==> src/pet_defines.svh <==
/*
 * PET bus core widths and slot timing
 * One CPU period is 2**PET_SLOT_BITS system clocks, split into a
 * Wishbone window and a CPU window
 */
`ifndef PET_DEFINES_SVH
`define PET_DEFINES_SVH

`define PET_DATA_WIDTH      8
`define PET_CPU_ADDR_WIDTH  16
`define PET_RAM_ADDR_WIDTH  17
`define PET_WB_ADDR_WIDTH   17

// 16 system clocks per CPU clock
`define PET_SLOT_BITS       4
`define PET_WB_LAST_SLOT    4
`define PET_CPU_FIRST_SLOT  8

`endif

==> src/bus_pkg.sv <==
/*
 * Bus types shared by the Wishbone RAM controller and the top level
 * Captured Wishbone request, SRAM drive and controller state
 */
`include "pet_defines.svh"

package bus_pkg;

    typedef struct packed {
        logic [`PET_WB_ADDR_WIDTH-1:0] addr;
        logic [`PET_DATA_WIDTH-1:0]    data;
        logic                          we;
    } wb_req_t;

    // What the controller puts on the SRAM side of the board
    typedef struct packed {
        logic [`PET_RAM_ADDR_WIDTH-1:0] addr;
        logic                           oe;
        logic                           we;
        logic [`PET_DATA_WIDTH-1:0]     data;
        logic                           data_oe;
    } sram_ctl_t;

    typedef enum logic [1:0] {
        RAM_IDLE,
        RAM_READ,
        RAM_WRITE,
        RAM_ACK
    } ram_state_e;

endpackage

==> src/map_pkg.sv <==
/*
 * PET memory map types
 * Region codes and the per-address decode result
 */
package map_pkg;

    typedef enum logic [2:0] {
        REG_RAM,
        REG_VIDEO,
        REG_ROM,
        REG_IO,
        REG_NONE
    } region_e;

    typedef struct packed {
        region_e region;
        logic    ram_en;
        logic    pia1_en;
        logic    pia2_en;
        logic    via_en;
        logic    io_en;
        logic    readonly;
    } decode_t;

endpackage

==> src/bus_timing.sv <==
/*
 * Slot timing
 * Free-running slot counter that opens the Wishbone window at the start
 * of each CPU period and the CPU window in its second half
 */
`timescale 1ns/100ps
`include "pet_defines.svh"

module bus_timing (
    input  logic wb_clock_i,
    input  logic rst_ni,
    output logic wb_grant_o,
    output logic cpu_grant_o
);
    localparam logic [`PET_SLOT_BITS-1:0] wb_last_slot =
        `PET_SLOT_BITS'(`PET_WB_LAST_SLOT);
    localparam logic [`PET_SLOT_BITS-1:0] cpu_first_slot =
        `PET_SLOT_BITS'(`PET_CPU_FIRST_SLOT);

    logic [`PET_SLOT_BITS-1:0] slot_q;

    // Grants lag the counter by one clock so they come straight from flops
    always_ff @(posedge wb_clock_i or negedge rst_ni) begin
        if (!rst_ni) begin
            slot_q      <= '0;
            wb_grant_o  <= 1'b0;
            cpu_grant_o <= 1'b0;
        end else begin
            slot_q      <= slot_q + 1'b1;
            wb_grant_o  <= (slot_q <= wb_last_slot);
            cpu_grant_o <= (slot_q >= cpu_first_slot);
        end
    end

    // Guard slots between the windows keep the two owners apart
    assert property (@(posedge wb_clock_i) disable iff (!rst_ni)
        $fell(wb_grant_o) |-> !cpu_grant_o [*3])
        else $error("CPU grant inside the guard slots");

endmodule

==> src/cpu_clock_gen.sv <==
/*
 * CPU bus enable and clock
 * Bus enable follows the CPU grant by one clock; the CPU clock is high
 * in the second half of each bus-enable window
 */
`timescale 1ns/100ps
`include "pet_defines.svh"

module cpu_clock_gen (
    input  logic wb_clock_i,
    input  logic rst_ni,
    input  logic cpu_grant_i,
    output logic cpu_be_o,
    output logic cpu_clock_o
);
    // 8 cycles of bus enable per CPU period
    localparam int unsigned be_cycles = (1 << `PET_SLOT_BITS) - `PET_CPU_FIRST_SLOT;
    localparam int unsigned cnt_bits  = $clog2(be_cycles);
    localparam logic [cnt_bits-1:0] clk_start = cnt_bits'(be_cycles / 2 - 1);

    logic [cnt_bits-1:0] be_cnt_q;

    always_ff @(posedge wb_clock_i or negedge rst_ni) begin
        if (!rst_ni) begin
            cpu_be_o    <= 1'b0;
            cpu_clock_o <= 1'b0;
            be_cnt_q    <= '0;
        end else begin
            cpu_be_o <= cpu_grant_i;
            be_cnt_q <= cpu_be_o ? be_cnt_q + 1'b1 : '0;
            // Grant drops one clock ahead of bus enable, ending the high phase
            cpu_clock_o <= cpu_grant_i && cpu_be_o && (be_cnt_q >= clk_start);
        end
    end

    assert property (@(posedge wb_clock_i) disable iff (!rst_ni)
        cpu_clock_o |-> cpu_be_o)
        else $error("CPU clock high outside bus enable");

endmodule

==> src/wb_ram_ctl.sv <==
/*
 * Wishbone to SRAM controller
 * Pipelined Wishbone peripheral that runs one SRAM read or write per
 * accepted request and acks two clocks after acceptance
 */
`timescale 1ns/100ps
`include "pet_defines.svh"

module wb_ram_ctl
    import bus_pkg::*;
(
    input  logic                       wb_clock_i,
    input  logic                       rst_ni,
    input  logic                       wb_cycle_i,
    input  logic                       wb_strobe_i,
    input  wb_req_t                    wb_req_i,
    output logic [`PET_DATA_WIDTH-1:0] wb_data_o,
    output logic                       wb_stall_o,
    output logic                       wb_ack_o,
    output sram_ctl_t                  sram_o,
    input  logic [`PET_DATA_WIDTH-1:0] ram_data_i
);
    ram_state_e state_q;
    ram_state_e state_d;
    wb_req_t    req_q;
    logic       accept;
    logic       wr_strobe;

    assign accept = wb_cycle_i && wb_strobe_i && (state_q == RAM_IDLE);

    always_comb begin
        state_d = state_q;
        case (state_q)
            RAM_IDLE: begin
                if (accept) begin
                    state_d = wb_req_i.we ? RAM_WRITE : RAM_READ;
                end
            end
            RAM_READ:  state_d = RAM_ACK;
            RAM_WRITE: state_d = RAM_ACK;
            default:   state_d = RAM_IDLE;
        endcase
    end

    always_ff @(posedge wb_clock_i or negedge rst_ni) begin
        if (!rst_ni) begin
            state_q <= RAM_IDLE;
        end else begin
            state_q <= state_d;
        end
    end

    // Request and read data registers
    always_ff @(posedge wb_clock_i) begin
        if (accept) begin
            req_q <= wb_req_i;
        end
        if (state_q == RAM_READ) begin
            wb_data_o <= ram_data_i;
        end
    end

    // Write strobe lands in the ack cycle, data is already settled
    assign wr_strobe = (state_q == RAM_ACK) && req_q.we;

    always_comb begin
        sram_o.addr    = req_q.addr;
        sram_o.oe      = (state_q == RAM_READ);
        sram_o.we      = wr_strobe;
        sram_o.data    = req_q.data;
        sram_o.data_oe = (state_q == RAM_WRITE) || wr_strobe;
    end

    assign wb_stall_o = (state_q != RAM_IDLE);
    assign wb_ack_o   = (state_q == RAM_ACK);

    assert property (@(posedge wb_clock_i) disable iff (!rst_ni)
        !(sram_o.oe && sram_o.we))
        else $error("SRAM oe and we both high");

    assert property (@(posedge wb_clock_i) disable iff (!rst_ni)
        wb_ack_o |=> !wb_ack_o)
        else $error("Ack wider than one clock");

endmodule

==> src/address_decoder.sv <==
/*
 * PET address decoder
 * Maps a CPU address onto RAM, video RAM, ROM image and the I/O page
 * with its PIA1, PIA2 and VIA selects
 */
`timescale 1ns/100ps
`include "pet_defines.svh"

module address_decoder
    import map_pkg::*;
(
    input  logic [`PET_CPU_ADDR_WIDTH-1:0] addr_i,
    output decode_t                        decode_o
);
    always_comb begin
        decode_o          = '0;
        decode_o.region   = REG_NONE;

        if (!addr_i[15]) begin
            // 0000-7FFF
            decode_o.region = REG_RAM;
            decode_o.ram_en = 1'b1;
        end else if (addr_i[15:12] == 4'h8) begin
            // 8000-8FFF
            decode_o.region = REG_VIDEO;
            decode_o.ram_en = 1'b1;
        end else if (addr_i[15:8] == 8'hE8) begin
            // I/O page never reaches the SRAM
            decode_o.region  = REG_IO;
            decode_o.io_en   = 1'b1;
            decode_o.pia1_en = (addr_i[7:4] == 4'h1);
            decode_o.pia2_en = (addr_i[7:4] == 4'h2);
            decode_o.via_en  = (addr_i[7:4] == 4'h4);
        end else begin
            // ROM image lives in SRAM, read only
            decode_o.region   = REG_ROM;
            decode_o.ram_en   = 1'b1;
            decode_o.readonly = 1'b1;
        end
    end

endmodule

==> src/pet_system.sv <==
/*
 * PET bus core top level
 * Shares one SRAM between a Wishbone peripheral and the CPU by time
 * slot, and decodes the CPU side of the memory map
 */
`timescale 1ns/100ps
`include "pet_defines.svh"

module pet_system
    import bus_pkg::*;
    import map_pkg::*;
(
    // Wishbone B4 pipelined peripheral
    input  logic                          wb_clock_i,
    input  logic                          rst_ni,
    input  logic [`PET_WB_ADDR_WIDTH-1:0] wb_addr_i,
    input  logic [`PET_DATA_WIDTH-1:0]    wb_data_i,
    output logic [`PET_DATA_WIDTH-1:0]    wb_data_o,
    input  logic                          wb_we_i,
    input  logic                          wb_cycle_i,
    input  logic                          wb_strobe_i,
    output logic                          wb_stall_o,
    output logic                          wb_ack_o,

    // CPU
    output logic                           cpu_reset_o,
    output logic                           cpu_be_o,
    output logic                           cpu_ready_o,
    output logic                           cpu_clock_o,
    output logic                           cpu_irq_o,
    output logic                           cpu_nmi_o,
    input  logic [`PET_CPU_ADDR_WIDTH-1:0] cpu_addr_i,
    output logic [`PET_CPU_ADDR_WIDTH-1:0] cpu_addr_o,
    output logic                           cpu_addr_oe,
    input  logic [`PET_DATA_WIDTH-1:0]     cpu_data_i,
    output logic [`PET_DATA_WIDTH-1:0]     cpu_data_o,
    output logic                           cpu_data_oe,
    input  logic                           cpu_we_i,
    output logic                           cpu_we_oe,

    // RAM
    output logic ram_addr_a10_o,
    output logic ram_addr_a11_o,
    output logic ram_addr_a15_o,
    output logic ram_addr_a16_o,
    output logic ram_oe_o,
    output logic ram_we_o,

    // I/O
    output logic io_oe_o,
    output logic pia1_cs_o,
    output logic pia2_cs_o,
    output logic via_cs_o
);
    logic      wb_grant;
    logic      cpu_grant;
    logic      ctl_strobe;
    logic      ctl_stall;
    wb_req_t   wb_req;
    sram_ctl_t sram;
    decode_t   decode;
    logic      cpu_rd_strobe;
    logic      cpu_wr_strobe;

    // CPU controls held inactive, RWB always driven by the CPU
    assign cpu_ready_o = 1'b1;
    assign cpu_reset_o = 1'b0;
    assign cpu_irq_o   = 1'b0;
    assign cpu_nmi_o   = 1'b0;
    assign cpu_we_oe   = 1'b0;

    bus_timing timing0 (
        .wb_clock_i (wb_clock_i),
        .rst_ni     (rst_ni),
        .wb_grant_o (wb_grant),
        .cpu_grant_o(cpu_grant)
    );

    cpu_clock_gen cpu_clk0 (
        .wb_clock_i (wb_clock_i),
        .rst_ni     (rst_ni),
        .cpu_grant_i(cpu_grant),
        .cpu_be_o   (cpu_be_o),
        .cpu_clock_o(cpu_clock_o)
    );

    // Wishbone only reaches the controller inside its window
    assign ctl_strobe = wb_grant && wb_strobe_i;
    assign wb_stall_o = !wb_grant || ctl_stall;
    assign wb_req     = '{addr: wb_addr_i, data: wb_data_i, we: wb_we_i};

    wb_ram_ctl ram_ctl0 (
        .wb_clock_i (wb_clock_i),
        .rst_ni     (rst_ni),
        .wb_cycle_i (wb_cycle_i),
        .wb_strobe_i(ctl_strobe),
        .wb_req_i   (wb_req),
        .wb_data_o  (wb_data_o),
        .wb_stall_o (ctl_stall),
        .wb_ack_o   (wb_ack_o),
        .sram_o     (sram),
        .ram_data_i (cpu_data_i)
    );

    address_decoder decoder0 (
        .addr_i  (cpu_addr_i),
        .decode_o(decode)
    );

    assign cpu_rd_strobe = cpu_be_o && !cpu_we_i;
    // ROM region takes no CPU writes
    assign cpu_wr_strobe = cpu_be_o && cpu_we_i && cpu_clock_o && !decode.readonly;

    assign io_oe_o   = decode.io_en && cpu_be_o;
    assign pia1_cs_o = decode.pia1_en && cpu_be_o;
    assign pia2_cs_o = decode.pia2_en && cpu_be_o;
    assign via_cs_o  = decode.via_en && cpu_be_o;

    assign ram_oe_o = (cpu_rd_strobe && decode.ram_en) || sram.oe;
    assign ram_we_o = (cpu_wr_strobe && decode.ram_en) || sram.we;

    assign cpu_addr_o  = sram.addr[15:0];
    assign cpu_addr_oe = !cpu_be_o;
    assign cpu_data_o  = sram.data;
    assign cpu_data_oe = sram.data_oe;

    // Upper SRAM address bits not wired through the CPU bus
    assign ram_addr_a10_o = cpu_be_o ? cpu_addr_i[10] : sram.addr[10];
    assign ram_addr_a11_o = cpu_be_o ? cpu_addr_i[11] : sram.addr[11];
    assign ram_addr_a15_o = cpu_be_o ? cpu_addr_i[15] : sram.addr[15];
    assign ram_addr_a16_o = cpu_be_o ? 1'b0 : sram.addr[16];

    assert property (@(posedge wb_clock_i) disable iff (!rst_ni)
        cpu_be_o |-> !(ctl_stall || sram.oe))
        else $error("CPU bus enable during a Wishbone transfer");

    assert property (@(posedge wb_clock_i) disable iff (!rst_ni)
        !(io_oe_o && sram.oe))
        else $error("I/O output enable during a Wishbone read");

endmodule

==> config.mk <==
export PLATFORM = sky130hd
export DESIGN_NAME = pet_system
export DESIGN_NICKNAME = d
export VERILOG_FILES = /design/src/bus_pkg.sv /design/src/map_pkg.sv /design/src/bus_timing.sv /design/src/cpu_clock_gen.sv /design/src/wb_ram_ctl.sv /design/src/address_decoder.sv /design/src/pet_system.sv
export VERILOG_INCLUDE_DIRS = /design/src
export SDC_FILE = /design/constraint.sdc
export NUM_CORES = 1
export LEC_CHECK = 0
export ABC_AREA = 1
export BUFFER_PORTS_ARGS = -buffer_cell sky130_fd_sc_hd__buf_2
export CELL_PAD_IN_SITES_DETAIL_PLACEMENT = 0
export CELL_PAD_IN_SITES_GLOBAL_PLACEMENT = 1
export CORE_AREA = 2 2 81 83
export CTS_BUF_LIST = sky130_fd_sc_hd__clkbuf_2 sky130_fd_sc_hd__clkbuf_4 sky130_fd_sc_hd__clkbuf_8
export DETAILED_ROUTE_END_ITERATION = 8
export DIE_AREA = 0 0 83 85
export PLACE_DENSITY_LB_ADDON = 0.1
export SETUP_SLACK_MARGIN = 0.2
export SKIP_CTS_REPAIR_TIMING = 1
export SLEW_MARGIN = 0
export SYNTH_ARGS = -nofsm -noshare
export SYNTH_HDL_FRONTEND = slang
export SYNTH_SLANG_ARGS = --single-unit
==> constraint.sdc <==
create_clock -name wb_clock_i -period 2.9 [get_ports wb_clock_i]
set_input_delay 0.87 -clock wb_clock_i [delete_from_list [all_inputs] [get_ports wb_clock_i]]
set_output_delay 0.87 -clock wb_clock_i [all_outputs]
set_load 0.005 [all_outputs]
==> flow_metrics.env, run 1 <==
export IMPL_power_density_nw_per_um2=626
export IMPL_die_area_sq_um=7060
export IMPL_final_antenna_net_count=0
export IMPL_synth_top_cell_by_area="edfxtp_1"
export IMPL_track_usage=0.106
export IMPL_antenna_found_initial=0
export IMPL_worst_hold_slack_ns=0.392
export IMPL_vias_per_cell=3.96
export IMPL_nNetsFinal=312
export IMPL_p_leak_nw=1.24
export IMPL_synth_seq_area_share=0.663
export IMPL_worst_slack_ns=0.494
export IMPL_htree_levels=2
export IMPL_cp_start_kind="primary input"
export IMPL_grt_first_pass_wirelength_mm=5.72
export IMPL_layout_common_cells="buf_2, edfxtp_1, nand2_1"
export IMPL_clock_sinks=47
export IMPL_final_core_util=0.407
export IMPL_clk_pin_slew_worst_paths_ns=0.08
export IMPL_syn_to_final_growth_pct=24.3
export IMPL_firstDrtPassIters=4
export IMPL_ys_ff_latch=47
export IMPL_pin_count=108
export IMPL_rsz0062_at_grt="no"
export IMPL_yosysWarnings=0
export IMPL_place_congestion=0.757
export IMPL_avgRoutedWirePerCell_microns=11.2
export IMPL_finalNonFillerCells=327
export IMPL_cp_max_fo=4
export IMPL_drt_wl_total_mm=3.67
export IMPL_path_buf_inv=3
export IMPL_drc=0
export IMPL_hold_viol=0
export IMPL_cp_required_ns=2.03
export IMPL_dp_cells=319
export IMPL_synth_area_leaders="edfxtp_1, dfrtp_1, buf_4"
export IMPL_final_common_cell="buf_2"
export IMPL_ys_types=19
export IMPL_numCtsBuffers=5
export IMPL_setup_violations_final=0
export IMPL_min_period_over_period=0.830
export IMPL_pre_cts_ws_ns=0.488
export IMPL_rows=29
export IMPL_max_stage_delay_ns=0.13
export IMPL_n_fill_cell=632
export IMPL_synth_cells=170
export IMPL_worstSetupPathType="in2out"
export IMPL_grt_overflow=0
export IMPL_clockBufferDepth=2
export IMPL_die_h_microns=85
export IMPL_vdd_ir_drop_max_uv=231
export IMPL_syn_cell_area_sq_um=2030
export IMPL_fin_skew_ns=0.00231
export IMPL_outcome="finished clean"
export IMPL_end_kind="output port"
export IMPL_drive_gt1_frac=0.448
export IMPL_n_antenna_cell=0
export IMPL_finalCriticalPeriod_ns=2.41
export IMPL_portBuffers=98
export IMPL_clk_latency_ns=0.29
export IMPL_maxCapViolations=0
export IMPL_cts_tree="built"
export IMPL_setup_tns_ns=0
export IMPL_grt_pass1_vias=1201
export IMPL_dp_hpwl_mm=2.92
export IMPL_cp_top_family="simple AND/OR/NAND/NOR gates"
export IMPL_syn_avg_cell_area_sq_um=12.0
export IMPL_cp_slowest_cell="nor2_2"
export IMPL_core_area_sq_um=6200
export IMPL_drt_iter0_drc=35
export IMPL_worstPathArrival_ns=1.54
export IMPL_critPathMostFrequentCell="buf_2"
export IMPL_vias=1296
export IMPL_start_util=0.327
export IMPL_yosysTopAreaCellShare=0.502
export IMPL_slew_violations=0
export IMPL_fmax_ghz=0.416
export IMPL_min_path_type="reg2reg"
export IMPL_clockRootBuffer="clkbuf_8"
export IMPL_crit_chain="buf_2, inv_1, nand2_1, nor2_2, nand3_2, nor2_1, buf_2"
export IMPL_die_w_microns=83
export IMPL_grt_max_degree=15
## path summary, 6_finish.rpt
path | slack, ns | end | start | depth (start not counted)
worst max-delay path | 0.49 | via_cs_o | cpu_addr_i[10] | 7
worst min-delay path | 0.39 | cpu_clk0.cpu_be_o | timing0.cpu_grant_o | 0
worst max register to register | 1.45 | ram_ctl0.sram_o[7] | ram_ctl0.state_q[0] | 5
worst min register to register | 0.39 | cpu_clk0.cpu_be_o | timing0.cpu_grant_o | 0
max in group asynchronous | 2.22 | cpu_clk0.cpu_be_o | rst_ni | 1
min in group asynchronous | 0.45 | cpu_clk0.be_cnt_q[1] | rst_ni | 1
## cells in the mapped netlist, drive strengths merged
| library cell | count |
|---|---|
| a21oi | 3 |
| and3 | 1 |
| buf | 30 |
| clkbuf | 1 |
| conb | 2 |
| dfrtp | 13 |
| edfxtp | 34 |
| ha | 8 |
| inv | 22 |
| nand2 | 29 |
| nand3 | 6 |
| nor2 | 15 |
| o21ai | 3 |
| o21bai | 1 |
| xnor2 | 1 |
| xor2 | 1 |
## cells by family after synthesis
logic type,after synthesis,synth area share
buf+inv,53,0.153
simple gates,51,0.104
flops,47,0.663
fa+ha+maj,8,0.0493
compound gates,7,0.0185
xor+xnor,2,0.00862
other cells,2,0.00370
## area by class of cell
cell class / instances / area [sq um] / share of cell area
inverters: 22 / 82.6 / 0.0327
well taps: 77 / 96.3 / 0.0381
clock buffers: 5 / 68.8 / 0.0272
flip-flops and latches: 47 / 1350 / 0.533
repair buffers: 100 / 505 / 0.200
clock inverters: 3 / 38.8 / 0.0154
multi-input cells: 73 / 388 / 0.154
## through the flow
step	cell area, sq um	total power [mW]
4_1_cts	2530	1.62
3_3_place_gp	2420	1.15
5_1_grt	2530	1.69
2_1_floorplan	2040	1.01
3_5_place_dp	2420	1.15
6_report	2530	1.58
## layer usage
| metal | up-vias | wire length [microns] | GRT usage |
|---|---|---|---|
| li1 | 663 | - | - |
| met1 | 577 | 1540 | 0.126 |
| met2 | 46 | 1820 | 0.174 |
| met3 | 10 | 217 | 0.0331 |
| met4 | 0 | 93 | 0.0551 |
| met5 | - | 0 | 0 |
## state kept, by name, summed over array words and instances (netlist names)
register	cells
ram_ctl0.wb_data_o	8
timing0.cpu_grant_o	1
cpu_clk0.be_cnt_q	3
timing0.wb_grant_o	1
ram_ctl0.req_q	1
cpu_clk0.cpu_be_o	1
ram_ctl0.state_q	2
cpu_clk0.cpu_clock_o	1
timing0.slot_q	4
ram_ctl0.sram_o	25
## report_power, final
part	internal (mW)	total, mW	switching [mW]
registers	0.796	0.817	0.0209
clock network	0.252	0.459	0.206
logic	0.129	0.305	0.176
Power figures use the tool's default switching activity.
==> run 2: changes to the inputs <==
Settings changed: ABC_AREA 1 to 0, CORE_AREA 2 2 81 83 to 2 2 84 86, DIE_AREA 0 0 83 85 to 0 0 86 88.
Clock period 2.9 ns to 1.95 ns, I/O delays scaled along.
==> run 2 against run 1 <==
  * The flow now finishes with violations (setup timing)
  * Final cell count is 3.7% lower
  * Synthesized area is 2.2% lower
  * Die area rose by 7.3%
  * Wire length rose by 15%
  * Total power is 63% higher
  * Clock power grew 51%
  * Setup slack got worse by 0.57 ns
  * Clock-buffer cell count unchanged
  * First-iteration DRC count is 46% higher
==> flow_metrics.env, run 2 <==
export IMPL_n_antenna_cell=0
export IMPL_grt_overflow=0
export IMPL_vdd_ir_drop_max_uv=324
export IMPL_yosysTopAreaCellShare=0.514
export IMPL_grt_first_pass_wirelength_mm=5.82
export IMPL_cp_start_kind="primary input"
export IMPL_power_density_nw_per_um2=928
export IMPL_rsz0062_at_grt="yes"
export IMPL_syn_cell_area_sq_um=1990
export IMPL_placed_area_sq_um=2430
export IMPL_final_core_util=0.419
export IMPL_avgRoutedWirePerCell_microns=13.4
export IMPL_layout_common_cells="buf_2, edfxtp_1, buf_6"
export IMPL_setup_tns_ns=-0.172
export IMPL_clock_sinks=47
export IMPL_largest_register_ffs=25
export IMPL_worst_slack_ns=-0.0759
export IMPL_synth_edf_count=34
export IMPL_p_leak_nw=1.26
export IMPL_min_period_over_period=1.04
export IMPL_outcome="finished, violations left"
export IMPL_clk_pin_slew_worst_paths_ns=0.09
export IMPL_syn_avg_cell_area_sq_um=14.2
export IMPL_synth_area_leaders="edfxtp_1, dfrtp_1, buf_4"
export IMPL_worstPathArrival_ns=1.44
export IMPL_die_area_sq_um=7570
export IMPL_dp_hpwl_mm=3.10
export IMPL_synth_seq_area_share=0.678
export IMPL_antenna_found_initial=0
export IMPL_synth_top_cell_by_area="edfxtp_1"
export IMPL_cp_max_fo=2
export IMPL_fmax_ghz=0.494
export IMPL_dp_cells=296
export IMPL_syn_to_final_growth_pct=40.2
export IMPL_htree_levels=2
export IMPL_worst_r2r_setup_slack_ns=0.30
export IMPL_start_util=0.299
export IMPL_place_congestion=0.765
export IMPL_clockRootBuffer="clkbuf_8"
export IMPL_worst_hold_slack_ns=0.158
export IMPL_drt_iter0_drc=51
export IMPL_ys_types=29
export IMPL_track_usage=0.101
export IMPL_slew_violations=0
export IMPL_drt_wl_total_mm=4.21
export IMPL_synth_cells=140
export IMPL_firstDrtPassIters=4
export IMPL_nNetsFinal=297
export IMPL_cp_required_ns=1.36
export IMPL_min_path_type="in2async"
export IMPL_drc=0
export IMPL_finalNonFillerCells=315
export IMPL_grt_max_degree=23
export IMPL_ys_ff_latch=47
export IMPL_rr_worst_depth=6
export IMPL_numCtsBuffers=5
export IMPL_finalCriticalPeriod_ns=2.03
export IMPL_pin_count=108
export IMPL_final_antenna_net_count=0
export IMPL_yosysWarnings=0
export IMPL_clockBufferDepth=2
export IMPL_worstSetupPathType="in2out"
export IMPL_core_area_sq_um=6640
export IMPL_fin_skew_ns=0.00382
export IMPL_vias=1327
export IMPL_synthFlopType="edfxtp_1"
export IMPL_clk_latency_ns=0.30
export IMPL_rows=30
export IMPL_hold_viol=0
export IMPL_yosysMostFrequentCell="edfxtp_1"
export IMPL_setup_violations_final=4
export IMPL_synth_commonest_cells="edfxtp_1, buf_4, dfrtp_1"
export IMPL_die_w_microns=86
export IMPL_vias_per_cell=4.21
export IMPL_design_area_sq_um=2790
export IMPL_final_common_cell="buf_2"
export IMPL_violations="setup timing"
export IMPL_async_reset_ff_frac=0.277
export IMPL_die_h_microns=88
export IMPL_grt_pass1_vias=1284
export IMPL_portBuffers=98
export IMPL_cts_tree="built"
export IMPL_end_kind="output port"
export IMPL_maxCapViolations=0
export IMPL_drive_gt1_frac=0.600
[run 2: changes by cell type after synthesis, sizes merged, moves of 2 or more]
cell and delta:
nand4 +2, nand2b +3, nand2 -24, nor4 +2
mux2 +3, nor2 -7, nand3b +2, nor3 +3
a311o +2, inv -13, o21ai -3, nand3 -4
[run 2: area by class of cell]
type | count | area (sq um)
flip-flops and latches | 47 | 1350
well taps | 80 | 100
multi-input cells | 56 | 483
repair buffers | 115 | 712
clock buffers | 5 | 68.8
inverters | 9 | 33.8
clock inverters | 3 | 38.8
fillers | 642 | 3860
[run 2: critical path, stage by stage]
cell,delay (ns)
buf_6,0.09
or4b_4,0.52
nor3_2,0.11
buf_2,0.13
[run 2: stage by stage]
step	setup slack, ns	total power [mW]
after floorplan	0.126	1.47
after global placement	-0.130	1.69
after detailed placement	-0.145	1.71
after CTS	-0.150	2.41
after global routing	-0.112	2.73
final	-0.0759	2.58
[run 2: path summary, 6_finish.rpt]
check,startpoint,to
max,cpu_addr_i[5],via_cs_o
min,rst_ni,timing0.wb_grant_o
max reg2reg,ram_ctl0.state_q[1],ram_ctl0.sram_o[7]
min reg2reg,timing0.cpu_grant_o,cpu_clk0.cpu_be_o
max in group asynchronous,rst_ni,cpu_clk0.cpu_be_o
min in group wb_clock_i,timing0.cpu_grant_o,cpu_clk0.cpu_be_o
[run 2: report_power, final]
part	total, mW	internal, mW	switching (mW)
sequential	1.22	1.18	0.0378
clock	0.693	0.375	0.318
combinational	0.673	0.358	0.315
total	2.58	1.91	0.671
[run 2: metal layers]
metal	global-route usage	vias up	routed length, microns
li1	-	634	-
met1	0.111	630	1610
met2	0.175	51	2180
met3	0.0302	12	301
met4	0.0577	0	117
met5	0	-	0
[run 2: cell families (layout without fill, tap and decap cells)]
| logic type | after synthesis | in the layout | share of synthesized area |
|---|---|---|---|
| XOR/XNOR | 2 | 2 | 0.00882 |
| adder cells (fa/ha/maj) | 8 | 8 | 0.0504 |
| buffers and inverters | 40 | 132 | 0.131 |
| AND/OR/NAND/NOR | 31 | 31 | 0.0844 |
| AO/OA/AOI/OAI | 7 | 7 | 0.0271 |
| flip-flops | 47 | 47 | 0.678 |
| other | 2 | 5 | 0.00378 |
| multiplexers | 3 | 3 | 0.0170 |
==> run 3: changes to the inputs <==
Settings changed: BUFFER_PORTS_ARGS -buffer_cell sky130_fd_sc_hd__buf_2 to default, CORE_AREA 2 2 84 86 to 2 2 71 73, DIE_AREA 0 0 86 88 to 0 0 73 75, DONT_BUFFER_PORTS from default to 1, RECOVER_POWER from default to 100.
==> run 3 against run 2 <==
  * Clock power is 19% lower
  * Global-route usage rose by 0.78 points
  * Non-clock buffer count fell by 107
  * The run now ends clean
  * Critical endpoint unchanged
  * Critical path depth is 2 lower
  * Via count is 29% lower
  * Utilization grew 1.8 points
  * Clock-buffer cell count rose by 2
  * Combinational power fell by 54%
  * Cell area decreased by 27%
==> flow_metrics.env, run 3 (synthesized netlist as in run 2, its figures left out) <==
export IMPL_r2r_start="ram_ctl0.state_q[0]"
export IMPL_htree_levels=2
export IMPL_nNetsFinal=190
export IMPL_slew_headroom=0.623
export IMPL_outcome="finished clean"
export IMPL_met2_usage=0.171
export IMPL_maxCapViolations=0
export IMPL_top_usage_layer="met2"
export IMPL_pin_count=108
export IMPL_antenna_found_initial=0
export IMPL_final_antenna_net_count=0
export IMPL_crit_chain="or4b_4, nor3_2"
export IMPL_path_buf_inv=0
export IMPL_p_leak_nw=0.755
export IMPL_vdd_ir_drop_max_uv=502
export IMPL_dp_hpwl_mm=2.29
export IMPL_drt_iter0_drc=60
export IMPL_rows=25
export IMPL_numCtsBuffers=5
export IMPL_grt_overflow=0
export IMPL_slew_violations=0
export IMPL_min_path_type="reg2reg"
export IMPL_die_area_sq_um=5480
export IMPL_largest_register_ffs=25
export IMPL_cts_tree="built"
export IMPL_n_fill_cell=449
export IMPL_avgRoutedWirePerCell_microns=16.9
export IMPL_clockBufferDepth=2
export IMPL_hold_viol=0
export IMPL_worst_r2r_setup_slack_ns=0.16
export IMPL_vias=944
export IMPL_grt_first_pass_wirelength_mm=4.36
export IMPL_rsz0062_at_grt="yes"
export IMPL_rr_worst_depth=5
export IMPL_portBuffers=0
export IMPL_track_usage=0.109
export IMPL_min_period_over_period=0.959
export IMPL_crit_cells=2
export IMPL_worstPathArrival_ns=1.29
export IMPL_max_stage_delay_ns=0.52
export IMPL_place_congestion=0.687
export IMPL_cp_required_ns=1.36
export IMPL_r2r_end="ram_ctl0.sram_o[1]"
export IMPL_cp_slowest_cell="or4b_4"
export IMPL_end_kind="output port"
export IMPL_syn_to_final_growth_pct=2.58
export IMPL_start_util=0.426
export IMPL_grt_use_met1=0.126
export IMPL_fmax_ghz=0.535
export IMPL_fin_skew_ns=0.00782
export IMPL_drc=0
export IMPL_final_common_cell="edfxtp_1"
export IMPL_n_antenna_cell=0
export IMPL_clock_sinks=47
export IMPL_cp_start_kind="primary input"
export IMPL_grt_max_degree=26
export IMPL_cp_top_family="simple AND/OR/NAND/NOR gates"
export IMPL_placed_area_sq_um=1890
export IMPL_design_area_sq_um=2040
export IMPL_die_h_microns=75
export IMPL_layout_common_cells="edfxtp_1, dfrtp_1, inv_1"
export IMPL_cp_max_fo=3
export IMPL_crit_path_end="via_cs_o"
export IMPL_drive_gt1_frac=0.180
export IMPL_firstDrtPassIters=4
export IMPL_vias_per_cell=5.19
export IMPL_worstSetupPathType="in2out"
export IMPL_clk_latency_ns=0.28
export IMPL_power_density_nw_per_um2=1030
export IMPL_die_w_microns=73
export IMPL_setup_tns_ns=0
export IMPL_core_area_sq_um=4660
export IMPL_startpoint="cpu_addr_i[5]"
export IMPL_clockRootBuffer="clkbuf_8"
export IMPL_finalCriticalPeriod_ns=1.87
export IMPL_final_core_util=0.437
export IMPL_grt_pass1_vias=896
export IMPL_clk_pin_slew_worst_paths_ns=0.08
export IMPL_worst_pin_slew_ns=0.564
export IMPL_drt_wl_total_mm=3.08
export IMPL_use_met3=0.0616
export IMPL_setup_violations_final=0
-- run 3: cell count changes in the layout (fill, tap and decap cells not counted), sizes merged --
| cell | previous run | this run |
|---|---|---|
| buf | 115 | 2 |
| clkbuf | 5 | 12 |
| bufinv | 1 | 0 |
| clkinv | 2 | 1 |
| dlygate4sd3 | 0 | 1 |
-- run 3: worst min path at each step --
stage | start | to | cells past startpoint
floorplan | rst_ni | cpu_clk0.be_cnt_q[0] | 0
global placement | rst_ni | timing0.slot_q[0] | 0
detailed placement | rst_ni | timing0.slot_q[1] | 0
CTS | rst_ni | timing0.slot_q[1] | 0
global route | wb_addr_i[14] | ram_ctl0.sram_o[25] | 0
finish | timing0.cpu_grant_o | cpu_clk0.cpu_be_o | 0
-- run 3: layout make-up --
cell class / instances / area, sq um / area share
Clock buffer: 7 / 83.8 / 0.0411
Multi-Input combinational cell: 56 / 445 / 0.219
Inverter: 9 / 33.8 / 0.0166
Timing Repair Buffer: 8 / 55.1 / 0.0270
Tap cell: 54 / 67.6 / 0.0331
Sequential cell: 47 / 1350 / 0.661
Clock inverter: 1 / 5.00 / 0.00246
-- run 3: layer usage --
| layer | part of all wire | up-vias |
|---|---|---|
| li1 | - | 424 |
| met1 | 0.35 | 454 |
| met2 | 0.53 | 62 |
| met3 | 0.10 | 4 |
| met4 | 0.0094 | 0 |
| met5 | 0 | - |
-- run 3: where the power goes --
part           switching, mW  internal [mW]  total (mW)  leakage (nW)
clock                  0.282          0.279       0.562        0.0491
sequential            0.0477           1.18        1.23         0.458
combinational          0.189          0.123       0.312         0.247
-- run 3: metrics by stage --
stage	hold slack, ns	total power [mW]	setup slack (ns)	cells
2_1_floorplan	0.289	1.47	0.126	143
3_3_place_gp	0.290	1.55	0.0154	170
3_5_place_dp	0.290	1.56	0.0567	170
4_1_cts	-0.0343	2.12	-0.0520	178
5_1_grt	0.360	2.22	0.0271	182
6_report	0.374	2.10	0.0791	182
